**src/hdl/hist_pkg.sv**
```systemverilog
package hist_pkg;

    localparam int BIN_W          = 4;
    localparam int BIN_NUM        = 16;                   // bins per histogram
    localparam int PIXEL_W        = 2;
    localparam int PIXEL_NUM      = 4;                    // pixels sharing the memory
    localparam int COUNT_W        = 8;
    localparam int COUNT_MAX      = 255;                  // saturation value
    localparam int HITS_PER_PIXEL = 3;
    localparam int ACQ_NUM        = 2;                    // acquisitions per set
    localparam int MEM_DEPTH      = PIXEL_NUM * BIN_NUM;
    localparam int MEM_AW         = PIXEL_W + BIN_W;

    // sequencer counter widths
    localparam int HIT_CNT_W = $clog2(HITS_PER_PIXEL);
    localparam int ACQ_CNT_W = $clog2(ACQ_NUM);

    typedef logic [BIN_W-1:0]     bin_t;
    typedef logic [PIXEL_W-1:0]   pixel_t;
    typedef logic [COUNT_W-1:0]   count_t;
    typedef logic [MEM_AW-1:0]    mem_addr_t;             // {pixel, bin}
    typedef logic [HIT_CNT_W-1:0] hit_cnt_t;
    typedef logic [ACQ_CNT_W-1:0] acq_cnt_t;

    typedef enum logic {
        SEQ_COUNT,                                        // taking hits
        SEQ_CLEAR                                         // waiting on the memory sweep
    } seq_state_t;

    // terminal counter values
    localparam hit_cnt_t HIT_LAST   = hit_cnt_t'(HITS_PER_PIXEL - 1);
    localparam pixel_t   PIXEL_LAST = pixel_t'(PIXEL_NUM - 1);
    localparam acq_cnt_t ACQ_LAST   = acq_cnt_t'(ACQ_NUM - 1);

endpackage

```
**src/hdl/bin_access_if.sv**
```systemverilog
interface bin_access_if;
    import hist_pkg::*;

    logic   hit_en;                                       // one update per cycle
    bin_t   bin;
    pixel_t pixel;
    logic   group_last;                                   // final hit of a pixel group
    logic   clear_start;                                  // one-cycle sweep launch
    logic   clear_busy;

    modport seq (
        output hit_en, bin, pixel, group_last, clear_start,
        input  clear_busy
    );

    modport mem (
        input  hit_en, bin, pixel, group_last, clear_start,
        output clear_busy
    );

endinterface

```
**src/hdl/bin_update_if.sv**
```systemverilog
interface bin_update_if;
    import hist_pkg::*;

    logic   upd_valid;
    pixel_t upd_pixel;
    bin_t   upd_bin;
    count_t upd_count;                                    // count after the increment
    logic   upd_last;                                     // closes the pixel group

    modport mem (
        output upd_valid, upd_pixel, upd_bin, upd_count, upd_last
    );

    modport peak (
        input  upd_valid, upd_pixel, upd_bin, upd_count, upd_last
    );

endinterface

```
**src/hdl/acq_sequencer.sv**
```systemverilog
module acq_sequencer (
    input  logic           clk,
    input  logic           combin_res,
    input  logic           hit,
    input  hist_pkg::bin_t bin,
    bin_access_if.seq      acc,
    output logic           acq_done,
    output logic           hist_sel
);
    import hist_pkg::*;

    seq_state_t state;
    hit_cnt_t   hit_cnt;
    pixel_t     pixel_cnt;
    acq_cnt_t   acq_cnt;
    logic       clear_idle;
    logic       accept;
    logic       group_end;
    logic       pixel_end;
    logic       set_end;

    // sweep neither launched nor running
    assign clear_idle = !acc.clear_busy && !acc.clear_start;

    // the cycle busy falls a hit may already be taken
    assign accept = hit && ((state == SEQ_COUNT) || clear_idle);

    assign group_end = (hit_cnt == HIT_LAST);
    assign pixel_end = group_end && (pixel_cnt == PIXEL_LAST);
    assign set_end   = pixel_end && (acq_cnt == ACQ_LAST);

    always_ff @(posedge clk or negedge combin_res) begin
        if (!combin_res) begin
            state           <= SEQ_COUNT;
            hit_cnt         <= '0;
            pixel_cnt       <= '0;
            acq_cnt         <= '0;
            acc.hit_en      <= 1'b0;
            acc.group_last  <= 1'b0;
            acc.clear_start <= 1'b0;
            acq_done        <= 1'b0;
            hist_sel        <= 1'b0;
        end else begin
            acc.hit_en      <= accept;
            acc.group_last  <= accept && group_end;
            acc.clear_start <= accept && set_end;       // sweep starts with the last update
            acq_done        <= acc.clear_start;
            if (acc.clear_start) begin
                hist_sel <= !hist_sel;                   // next set goes to the other histogram
            end

            if (accept) begin
                hit_cnt <= group_end ? '0 : hit_cnt + 1'b1;
                if (group_end) begin
                    pixel_cnt <= pixel_end ? '0 : pixel_cnt + 1'b1;
                end
                if (pixel_end) begin
                    acq_cnt <= set_end ? '0 : acq_cnt + 1'b1;
                end
            end

            case (state)
                SEQ_COUNT: begin
                    if (accept && set_end) begin
                        state <= SEQ_CLEAR;
                    end
                end
                SEQ_CLEAR: begin
                    if (clear_idle) begin
                        state <= SEQ_COUNT;
                    end
                end
                default: state <= SEQ_COUNT;
            endcase
        end
    end

    // bin and pixel of the forwarded hit
    always_ff @(posedge clk) begin
        if (accept) begin
            acc.bin   <= bin;
            acc.pixel <= pixel_cnt;
        end
    end

endmodule

```
**src/hdl/bin_memory.sv**
```systemverilog
module bin_memory (
    input  logic      clk,
    input  logic      combin_res,
    bin_access_if.mem acc,
    bin_update_if.mem upd
);
    import hist_pkg::*;

    count_t    mem [MEM_DEPTH];
    mem_addr_t hit_addr;
    mem_addr_t clr_addr;
    count_t    cur_count;
    count_t    next_count;

    assign hit_addr  = {acc.pixel, acc.bin};
    assign cur_count = mem[hit_addr];

    // saturating increment
    assign next_count = (cur_count == count_t'(COUNT_MAX)) ? cur_count : cur_count + 1'b1;

    always_ff @(posedge clk or negedge combin_res) begin
        if (!combin_res) begin
            for (int i = 0; i < MEM_DEPTH; i++) begin
                mem[i] <= '0;
            end
        end else if (acc.clear_busy) begin
            mem[clr_addr] <= '0;                         // one word per cycle
        end else if (acc.hit_en) begin
            mem[hit_addr] <= next_count;
        end
    end

    always_ff @(posedge clk or negedge combin_res) begin
        if (!combin_res) begin
            acc.clear_busy <= 1'b0;
            clr_addr       <= '0;
            upd.upd_valid  <= 1'b0;
            upd.upd_last   <= 1'b0;
        end else begin
            upd.upd_valid <= acc.hit_en;
            upd.upd_last  <= acc.hit_en && acc.group_last;

            if (acc.clear_start) begin
                acc.clear_busy <= 1'b1;
                clr_addr       <= '0;
            end else if (acc.clear_busy) begin
                clr_addr <= clr_addr + 1'b1;
                if (clr_addr == mem_addr_t'(MEM_DEPTH - 1)) begin
                    acc.clear_busy <= 1'b0;              // last word written this cycle
                end
            end
        end
    end

    // update payload for the peak tracker and the count output
    always_ff @(posedge clk) begin
        if (acc.hit_en) begin
            upd.upd_pixel <= acc.pixel;
            upd.upd_bin   <= acc.bin;
            upd.upd_count <= next_count;
        end
    end

endmodule

```
**src/hdl/peak_tracker.sv**
```systemverilog
module peak_tracker (
    input  logic             clk,
    input  logic             combin_res,
    bin_update_if.peak       upd,
    output logic             peak_valid,
    output hist_pkg::pixel_t peak_pixel,
    output hist_pkg::bin_t   peak_bin,
    output hist_pkg::count_t peak_count
);
    import hist_pkg::*;

    count_t best_count;                                   // zero marks an empty group
    bin_t   best_bin;
    logic   take;
    count_t cand_count;
    bin_t   cand_bin;

    // strictly greater so the first bin to reach the max keeps it
    assign take       = (upd.upd_count > best_count);
    assign cand_count = take ? upd.upd_count : best_count;
    assign cand_bin   = take ? upd.upd_bin : best_bin;

    always_ff @(posedge clk or negedge combin_res) begin
        if (!combin_res) begin
            peak_valid <= 1'b0;
            best_count <= '0;
        end else begin
            peak_valid <= upd.upd_valid && upd.upd_last;
            if (upd.upd_valid) begin
                best_count <= upd.upd_last ? '0 : cand_count;
            end
        end
    end

    always_ff @(posedge clk) begin
        if (upd.upd_valid) begin
            best_bin <= cand_bin;
            if (upd.upd_last) begin
                peak_pixel <= upd.upd_pixel;
                peak_bin   <= cand_bin;                  // includes the closing update
                peak_count <= cand_count;
            end
        end
    end

endmodule

```
**src/hdl/hist_top.sv**
```systemverilog
module hist_top (
    input  logic             clk,
    input  logic             combin_res,
    input  logic             hit,
    input  hist_pkg::bin_t   bin,
    output hist_pkg::count_t bin_count,
    output logic             count_valid,
    output logic             peak_valid,
    output hist_pkg::pixel_t peak_pixel,
    output hist_pkg::bin_t   peak_bin,
    output hist_pkg::count_t peak_count,
    output logic             acq_done,
    output logic             hist_sel,
    output logic             busy
);

    bin_access_if u_acc ();                               // sequencer to memory
    bin_update_if u_upd ();                               // memory to peak tracker

    acq_sequencer u_seq (
        .clk        (clk),
        .combin_res (combin_res),
        .hit        (hit),
        .bin        (bin),
        .acc        (u_acc),
        .acq_done   (acq_done),
        .hist_sel   (hist_sel)
    );

    bin_memory u_mem (
        .clk        (clk),
        .combin_res (combin_res),
        .acc        (u_acc),
        .upd        (u_upd)
    );

    peak_tracker u_peak (
        .clk        (clk),
        .combin_res (combin_res),
        .upd        (u_upd),
        .peak_valid (peak_valid),
        .peak_pixel (peak_pixel),
        .peak_bin   (peak_bin),
        .peak_count (peak_count)
    );

    assign busy        = u_acc.clear_busy;                // high for the whole sweep
    assign bin_count   = u_upd.upd_count;
    assign count_valid = u_upd.upd_valid;

endmodule

```
**config.mk**
```make
export PLATFORM = sky130hd
export DESIGN_NAME = hist_top
export DESIGN_NICKNAME = d
export VERILOG_FILES = /design/src/hdl/hist_pkg.sv /design/src/hdl/bin_access_if.sv /design/src/hdl/bin_update_if.sv /design/src/hdl/acq_sequencer.sv /design/src/hdl/bin_memory.sv /design/src/hdl/peak_tracker.sv /design/src/hdl/hist_top.sv
export SDC_FILE = /design/constraint.sdc
export NUM_CORES = 1
export LEC_CHECK = 0
export BUFFER_PORTS_ARGS = -buffer_cell sky130_fd_sc_hd__buf_2
export CAP_MARGIN = 20
export CORE_MARGIN = 2
export CORE_UTILIZATION = 57
export CTS_CLUSTER_SIZE = 40
export DETAILED_ROUTE_END_ITERATION = 10
export PLACE_DENSITY = 0.73
export SETUP_SLACK_MARGIN = 0.02
export SLEW_MARGIN = 20
export SYNTH_ARGS = -nofsm -noshare
export SYNTH_HDL_FRONTEND = slang
export SYNTH_HIERARCHICAL = 1
export SYNTH_SLANG_ARGS = --single-unit
```
**constraint.sdc**
```tcl
create_clock -name clk -period 4.1 [get_ports clk]
set_clock_uncertainty 0.2 [all_clocks]
set_input_delay 0.205 -clock clk [delete_from_list [all_inputs] [get_ports clk]]
set_output_delay 0.205 -clock clk [all_outputs]
set_load 0.01 [all_outputs]
```
After elaboration in Yosys (flattened, before gate mapping)

Cells that the tools add are included.

Bits in registers: 579
Bits of input ports: 7
Output and inout bits: 27
Word-level logic and storage cells: 151

$add $sub $neg: 5
Order comparisons: 5
Eq/ne operators: 4
Mux-type cells: 25
Bitwise logic cells: 5
Reduce and logical (&&, ||, !) cells: 19

Operators with widths:

| kind                | number |
|---|---|
| $mux 512            | 2 |
| $and 512x512->512   | 1 |
| $bwmux 512          | 1 |
| $not 512->512       | 1 |
| $demux 8 s6         | 2 |
| $mux 8              | 7 |
| $bmux 8 s6          | 1 |
| $ge 7x7->1 const B  | 2 |
| $lt 7x1->1 const B  | 2 |
| $not 6->7           | 2 |
| $mux 6              | 2 |
| $logic_and 1x1->1   | 10 |
| $add 8x1->8 const B | 1 |
| $eq 8x8->1 const B  | 1 |
| $gt 8x8->1          | 1 |
| $add 6x1->6 const B | 1 |
| $eq 6x6->1 const B  | 1 |
| $mux 1              | 6 |
| $reduce_and 2->1    | 3 |
| $add 2x1->2 const B | 2 |
| $eq 2x2->1 const B  | 2 |
| $mux 2              | 2 |
| $mux 4              | 1 |
| $reduce_bool 2->1   | 2 |
| other kinds (5)     | 7 |

Logic depth before layout (Yosys ltp)

Gate-level depths: netlist of run 1.

Word-level depth: 9
Depth in mapped cells: 22
Gate-level depth less buffers: 11

Hierarchy

The synthesis of run 1 kept the hierarchy.

Modules (own cells, without submodules):

| module        | instances | cells each | area an instance (µm²) | sequential area each (µm²) |
|---|---|---|---|---|
| bin_memory    | 1         | 2545       | 26573.0                | 13457.9 |
| peak_tracker  | 1         | 92         | 1317.5                 | 765.7 |
| acq_sequencer | 1         | 37         | 616.8                  | 455.4 |

Worst setup path before layout of run 1

Ideal clock, no wire load.

Path type: flip-flop to flip-flop
Start point: reg u_seq.acc.bin[2]
End point: reg u_mem.upd.upd_count[1], data pin
Library setup time: 0.255 ns
Arrival: 4.048 ns
Required time: 3.645 ns
Slack: -0.403 ns
Stages on the path, launching flop included: 21
Path buffers: 10
Period minus slack after synthesis: 4.503 ns
Cell sequence: edfxtp_1 buf_2 buf_2 buf_2 buf_2 buf_2 mux2i_1 o22ai_1 o21a_1 or4_4 nor2_1 inv_1 buf_2 buf_1 ha_1 and4_1 buf_2 a21o_1 buf_2 buf_2 and2_1

Cells in the longest elaborated chain, start to end: 6
Elaborated cells between the ends (all ways): 7
Classes of those cells: add/sub (1); eq/ne (1); mux (4); bitwise (1)

Ends and longest elaborated chain:

| item                                         | RTL line            | text |
|---|---|---|
| from (decl)                                  | bin_access_if.sv:12 | `output hit_en, bin, pixel, group_last, clear_start,` |
| $not 6->7 (implied by the code) *            | bin_memory.sv:16    | `assign cur_count = mem[hit_addr];` |
| $bmux 8 s6 *                                 | bin_memory.sv:16    |  |
| $mux 8 (implied by the code) * (2 in series) | bin_memory.sv:16    |  |
| $add 8x1->8 or $eq 8x8->1 (tied branches)    | bin_memory.sv:19    | `assign next_count = (cur_count == count_t'(COUNT_MAX)) ? cur_count : cur_count + 1'b1;` |
| $mux 8 *                                     | bin_memory.sv:19    |  |
| named net u_mem.next_count[1]                | bin_memory.sv:13    | `count_t next_count;` |
| to (signal assigned)                         | bin_memory.sv:60    | `upd.upd_count <= next_count;` |
| to (decl)                                    | bin_update_if.sv:11 | `output upd_valid, upd_pixel, upd_bin, upd_count, upd_last` |

The timed path passes the listed nets; every way through them passes the cells marked *. The select of a mux whose other input is x is not followed.
A chain may end at the register's enable or synchronous reset.

Worst setup path after layout of run 1

Start point: reg u_seq.acc.bin[0]
End point: reg u_mem.upd.upd_count[2], data pin

The elaborated chain is that of the path after synthesis.

==> results.md, run 1 <==
- Worst Hold Slack: a little under 0.04 ns
- Total grt overflow: 0
- Critical path cell sequence: buf_12, buf_12, buf_4, nor2b_2, buf_12, a221o_1, a21oi_1, o22ai_1, or4_4, and4_4, buf_4, a21oi_4, buf_12, nor2_1
- Cts bufs inserted: 60
- Final-report max-slew violation count: 0
- Core Area: just under 50,000 µm²
- Synth Flop Type: dfrtp_1
- Synth warn: 6
- CP Data Arrival Time: about 4.3 ns
- Critical path's slowest cell: or4_4
- EDFF count, synth: 38
- Critical R2R Capture: u_mem/upd.upd_count[2]
- Gpl congestion: 1.02
- Fin cells: approximately 3,600
- N_diodes: 0
- Clk root buf: clkbuf_16
- IO Count: 34
- Post-synth net total: between 2,000 and 3,000
- Fmax: approximately 240 MHz
- Static Leakage: 14.6 nW
- Crit path required time: ~4.3 ns
- ANT nets after route: 0
- Clock Pin Slew Worst Setup and Hold Paths: approximately 0.060 ns
- Slew margin rel.: 0.209
- Total GRT Usage: 0.444
- Worst Reg-to-Reg Cells: 14
- CP Launch Type: register
- Vias: approximately 26,000
- Syn avg cell area: between 10 and 15 µm²
- Minimum clock period: around 4 ns
- Final hold vios: 0
- Max stage delay on crit path: approximately 0.56 ns
- CTS tree: yes
- Max-cap violations: 0
- Top-area cell type share of the netlist area: 0.475
- Die Wd: 228 µm
- # port buffers: 33
- Crit-path max FO: 33
- FF+latch count, synth: between 500 and 600
- First-pass GRT wire length: roughly 170,000 µm
- Bufs on Longest Clock Path: 3
- Critical path class: register to register
- Layout area overhead: 20.1%
- PnR Total Power: around 18 mW
- Layout cells sized above 1: 0.230
- RSZ-0062 raised after global routing: true
- Residual DRC: 0
- Synth area leader: dfrtp_1
- Cell Rows: between 80 and 90
- Critical Path Most Common Cell: buf_12
- Netlist cell types: between 70 and 80
- Synth Instances: roughly 2,700
- Die footprint: 51,800 µm²
- H-tree levels: 2
- Antenna violations before repair: 3
- Power density over cell area: 537 nW/µm²
- Async set-reset flop share out of synthesis: 0.934
- Post-synthesis sequential area ratio: 0.515
- Most common cell in the netlist: dfrtp_1
- Initial Util: 0.580
- Cell Area, Synth: roughly 29,000 µm²
- R2R Setup Slk: ~0.00024 ns
- Most Used Layer, Global Route: met2
- Number of global-route vias before repair: 25,400
- DR pass1 iterations: 6
- Worst slew pin tran: 1.18 ns
- R2r startpoint: u_seq/acc.bin[0]
- Largest net degree at the start of global routing: slightly above 100
- Buf/Inv on CP: 6
- Worst-Skew Late Latency: roughly 0.64 ns
- Final worst path period share: 1.00
- Final setup fails: 0
- CP endpoint kind: register
- Final HPWL DP: between 70,000 and 80,000 µm
- Layout Nets: 2,865
- DRT iter0 DRCs: around 3,800
- Top post-synthesis cells by area: dfrtp_1 (47%), nand2_1 (6.9%), o31ai_1 (5.5%)
- Area post-placement: between 30,000 and 40,000 µm²
- Placed insts: between 3,000 and 4,000
- Vias per cell: 7.35
- Most frequent cells after synthesis: dfrtp_1 (541), nand2_1 (523), o31ai_1 (207)
- DR WL/cell: between 30 and 40 µm
- Global Route met2 Usage: 0.668
- Hold crit path type: input port to async pin
- CTS sink count: approximately 580
- Peak supply drop: approximately 0.00044 V
- Met1 usage: 0.592
- Final Instance Area: about 34,000 µm²
- Crit path max-delay family: simple AND/OR/NAND/NOR gates
- Die height: roughly 230 µm
- Status: finished clean
- WL final: ~120,000 µm
- Global Route met3 Usage: 0.110
## worst register-to-register path: cells and delay by family, from the launching register on
kind	cells	cell delay (ns)
simple gates	4	1.12
buf+inv	6	1.07
compound gates	4	1.05
flops	1	0.42
## logic make-up after synthesis
| family | count (synthesis) | share of synthesized area |
|---|---|---|
| AO/OA/AOI/OAI | 810 | 0.222 |
| XOR/XNOR | 7 | 0.00215 |
| flip-flops | 579 | 0.515 |
| AND/OR/NAND/NOR | 867 | 0.133 |
| adder cells (fa/ha/maj) | 11 | 0.00483 |
| buffers and inverters | 238 | 0.0433 |
| multiplexers | 162 | 0.0797 |
## metrics by stage
| stage | util | setup WS (ns) | TNS (ns) |
|---|---|---|---|
| CTS | 0.681 | 0.0311 | 0 |
| global placement | 0.638 | -0.0969 | -7.83 |
| floorplan | - | -0.0171 | -0.0171 |
| detailed placement | 0.638 | -0.168 | -5.68 |
| global route | 0.696 | -0.0195 | -0.0892 |
| finish | 0.696 | 0.000242 | 0 |
## layer usage
layer,up-vias,routed length (µm)
li1,10500,-
met1,13100,42400
met2,2018,50200
met3,538,14700
met4,6,8640
met5,-,47
## state kept, by name, summed over array words and instances (netlist names), 2 cells and up
name and flops:
u_mem/clr_addr 6, u_mem/mem 512, u_mem/upd.upd_bin 4, u_mem/upd.upd_count 8
u_mem/upd.upd_pixel 2, u_peak/best_bin 4, u_peak/best_count 8, u_peak/peak_bin 4
u_peak/peak_count 8, u_peak/peak_pixel 2, u_seq/acc.bin 4, u_seq/acc.pixel 2
u_seq/hit_cnt 2, u_seq/pixel_cnt 2
## repair_timing
item,in CTS,in global routing
pin swaps,0,11
gates cloned,0,5
endpoints found under the setup margin,249,353
setup buffers,0,18
hold buffers,6,0
hold endpoints to repair,110,0
resized for setup,6,74
## area by class of cell
type,count,area [µm²]
fillers,3606,14900
flip-flops and latches,579,14700
multi-input cells,1858,13200
repair buffers,334,3480
clock buffers,84,1700
well taps,664,831
clock inverters,23,314
inverters,14,56.3
## cells in the final DEF (no fill, tap or decap), drive strengths merged, types with 6 or more instances in the layout
cell / netlist / layout
a21o: 6 / 6
a21oi: 93 / 93
a221o: 65 / 65
a221oi: 35 / 35
a22oi: 38 / 38
a31oi: 9 / 9
a32o: 64 / 64
and2: 10 / 10
and3: 11 / 11
and3b: 6 / 6
buf: 139 / 324
bufinv: 0 / 8
clkbuf: 85 / 88
clkinv: 0 / 13
dfrtp: 541 / 541
dlygate4sd3: 0 / 6
edfxtp: 38 / 38
ha: 11 / 11
inv: 14 / 14
mux2: 55 / 55
mux2i: 62 / 62
mux4: 45 / 45
nand2: 523 / 523
nand2b: 16 / 16
nand3: 10 / 10
nand3b: 9 / 9
nand4: 23 / 23
nor2: 164 / 165
nor2b: 11 / 11
nor3: 9 / 9
nor3b: 9 / 9
nor4: 50 / 50
o211ai: 19 / 19
o21ai: 86 / 86
o22ai: 34 / 34
o2bb2ai: 7 / 7
o31ai: 257 / 257
o41ai: 64 / 64
## worst max path at each step
stage | from | endpoint | cells past startpoint
floorplan | u_seq/acc.bin[0] | u_mem/upd.upd_count[1] | 20
detailed placement | u_seq/acc.bin[0] | u_mem/mem[13] | 14
CTS | u_seq/acc.bin[0] | u_mem/upd.upd_count[2] | 12
global placement | u_seq/acc.bin[0] | u_mem/mem[364] | 14
global route | u_seq/acc.bin[0] | u_mem/mem[381] | 14
finish | u_seq/acc.bin[0] | u_mem/upd.upd_count[2] | 14
## report_power, final
group / internal (mW) / leakage (nW) / switching, mW
logic: 2.04 / 5.87 / 3.04
clock network: 3.37 / 0.987 / 2.33
registers: 6.89 / 7.75 / 0.705
Power figures use the tool's default switching activity.
==> run 2: changes to the inputs <==
--- a/config.mk
+++ b/config.mk
@@ -7,12 +7,14 @@
 export LEC_CHECK = 0
 export BUFFER_PORTS_ARGS = -buffer_cell sky130_fd_sc_hd__buf_2
 export CAP_MARGIN = 20
+export CORE_ASPECT_RATIO = 1.75
 export CORE_MARGIN = 2
 export CORE_UTILIZATION = 57
 export CTS_CLUSTER_SIZE = 40
 export DETAILED_ROUTE_END_ITERATION = 10
 export PLACE_DENSITY = 0.73
 export SETUP_SLACK_MARGIN = 0.02
+export SKIP_LAST_GASP = 1
 export SLEW_MARGIN = 20
 export SYNTH_ARGS = -nofsm -noshare
 export SYNTH_HDL_FRONTEND = slang
==> run 2 against run 1 <==
The run now ends with negative setup slack left. Final area shrank 0.64%. Utilization fell by 0.87 points. Final cell count down 0.28%. Flip-flop and latch count unchanged. Die area grew 0.13%. Fmax decreased by 2.1%. Combinational power rose by 3%. Global-route usage hardly changed. Critical path depth increased by 3. Hold slack improved by 0.096 ns. Critical endpoint is now u_mem/mem[140].
==> results.md, run 2 (synthesis results as in run 1) <==
- Status: finished with violations
- Failing checks: negative setup slack
- Met1 Wirelength: 39,000 µm (-8.0%)
- Die Wd: 173 µm (-24%)
- # port buffers: 33 (unchanged)
- Final HPWL DP: 78,000 µm (+3.2%)
- WL final: 118,000 µm (+1.6%)
- Cell Rows: 108 (+33%)
- Static Leakage: 14.5 nW (-0.45%)
- # fillers: 3,779 (+4.8%)
- DRT iter0 DRCs: 3,664 (-4.4%)
- Layout area overhead: 19.3%
- Vias: 26,000 (-0.44%)
- Cts bufs inserted: 52 (-13%)
- Power density over cell area: 531 nW/µm² (-1.2%)
- Final setup margin: -0.0891 ns (-0.0893 ns)
- Reg power frac: 0.420 (+0.007)
- Max-cap violations: 0 (unchanged)
- Bufs on Longest Clock Path: 3 (unchanged)
- Commonest non-fill, non-tap cell in the layout: dfrtp_1
- Residual DRC: 0 (unchanged)
- Routed length on met2: 53,500 µm (+6.5%)
- Slew margin rel.: 0.252 (+0.0432)
- H-tree levels: 2 (unchanged)
- Clock Pin Slew Worst Setup and Hold Paths: 0.07 ns (about the same)
- Largest register FFs: 512 (unchanged)
- N_diodes: 0 (unchanged)
- Gpl congestion: 1.04 (+2.5%)
- Area post-placement: 31,400 µm² (unchanged)
- Sw Ratio: 0.337 (+0.00646)
- Vias per cell: 7.34 (-0.16%)
- Final hold vios: 0 (unchanged)
- Final-report max-slew violation count: 0 (unchanged)
- Final worst path period share: 1.02 (+0.0218)
- Die height: 300 µm (+32%)
- Routed wl met3: 12,900 µm (-12%)
- Layout Nets: 2,863 (-0.070%)
- Hold crit path type: input port to register
- Crit path required time: 4.38 ns (+0.11 ns)
- Fmax: 239 MHz (-2.1%)
- Register area: 14,700 µm² (unchanged)
- ANT nets after route: 0 (unchanged)
- Comb power frac: 0.289 (+0.013)
- Clk root buf: clkbuf_16
- Peak supply drop: 0.000512 V (+16%)
- Worst Hold Slack: 0.135 ns (+0.0961 ns)
- Uppermost routed layer: met5
- Layout cells sized above 1: 0.233 (+0.00290)
- Initial Util: 0.576 (-0.00357)
- Psw: 6.09 mW (+0.12%)
- IO Count: 34 (unchanged)
- Total grt overflow: 0 (unchanged)
- Critical path class: register to register
- DR WL/cell: 33.2 µm (+1.9%)
- Largest net degree at the start of global routing: 111 (+9.9%)
- RSZ-0062 raised after global routing: true
- Antenna violations before repair: 2 (-1)
- Minimum clock period: 4.19 ns (+0.0893 ns)
- CTS tree: yes
- Internal power: 12.0 mW (-2.7%)
- Worst-Skew Late Latency: 0.60 ns (-0.04 ns)
- Commonest non-fill, non-tap cells in the layout: dfrtp_1 (541), nand2_1 (522), buf_4 (218)
- Worst slew pin tran: 1.12 ns (-0.0623 ns)
- Crit-path max FO: 16 (-52%)
- Footprint of the multi-input gates: 13,200 µm² (about the same)
- DR pass1 iterations: 7 (+1)
- CTS sink count: 579 (unchanged)
- Clk pwr share: 0.291 (-0.019)
- Final setup fails: 120 (+120)
- CP endpoint kind: register
- Die footprint: 51,900 µm² (+0.13%)
- Final Instance Area: 34,000 µm² (-0.64%)
- Core Area: 49,500 µm² (+0.62%)
- Total GRT Usage: 0.444 (about the same)
- First-pass GRT wire length: 170,000 µm (+1.7%)
- CP Launch Type: register
- Top reg by flops: u_mem/mem
- Number of global-route vias before repair: 26,000 (+2.6%)
- CP Data Arrival Time: 4.47 ns (+0.20 ns)
## run 2: worst paths after layout
check	slack (ns)	startpoint	cells after the start	to
min in group asynchronous	0.14	combin_res	2	u_mem/mem[366]
max in group asynchronous	2.49	combin_res	3	u_mem/mem[389]
max	-0.09	u_seq/acc.bin[0]	17	u_mem/mem[140]
max reg2reg	-0.09	u_seq/acc.bin[0]	17	u_mem/mem[140]
min	0.13	bin[3]	2	u_seq/acc.bin[3]
min reg2reg	0.24	u_mem/upd.upd_pixel[0]	0	u_peak/peak_pixel[0]
## run 2: metrics by stage
stage	setup WS, ns	TNS [ns]	instances	util	total power [mW]
floorplan	-0.0171	-0.0171	2674	-	10.4
finish	-0.0891	-2.63	3546	0.688	18.0
global route	-0.162	-10.28	3546	0.688	18.6
global placement	-0.315	-66.58	3419	0.634	12.2
detailed placement	-0.272	-34.37	3419	0.634	12.4
CTS	0.0181	0	3523	0.673	17.6
## run 2: repair_timing
item / 4_1_cts / 5_1_grt
setup endpoints to repair: 460 / 504
gates resized for setup: 9 / 81
pin swaps: 0 / 9
setup buffers: 3 / 17
hold buffers: 6 / 0
cloned: 0 / 6
endpoints found under the hold margin: 113 / 0
## run 2: power by group through the flow
stage	Clock [mW]	Sequential [mW]	Combinational [mW]
CTS	5.26	7.55	4.83
global route	5.49	7.67	5.40
detailed placement	0	7.65	4.79
global placement	0	7.60	4.65
floorplan	0	7.41	2.98
finish	5.24	7.58	5.22
## run 2: area by class of cell
cell class	instances	area share
clock buffers	72	0.0435
clock inverters	23	0.00920
inverters	14	0.00166
multi-input cells	1857	0.387
flip-flops and latches	579	0.432
well taps	660	0.0243
repair buffers	341	0.103
## run 2: worst max-delay path: stages, from the launching register on
cell      delay, ns
edfxtp_1       0.36
buf_4          0.18
buf_6          0.15
buf_12         0.15
nor2b_2        0.17
buf_4          0.18
buf_12         0.15
buf_4          0.17
a22oi_1        0.22
o211ai_1       0.30
a211oi_2       0.35
nand4_1        0.21
buf_6          0.22
and3_1         0.20
o211a_2        0.19
buf_12         0.18
buf_12         0.17
o31ai_1        0.29
## run 2: routing by layer
metal / up-vias / GRT usage
met4: 4 / 0.361
met5: - / 0
met1: 12900 / 0.523
met2: 1967 / 0.697
met3: 676 / 0.103
li1: 10500 / -
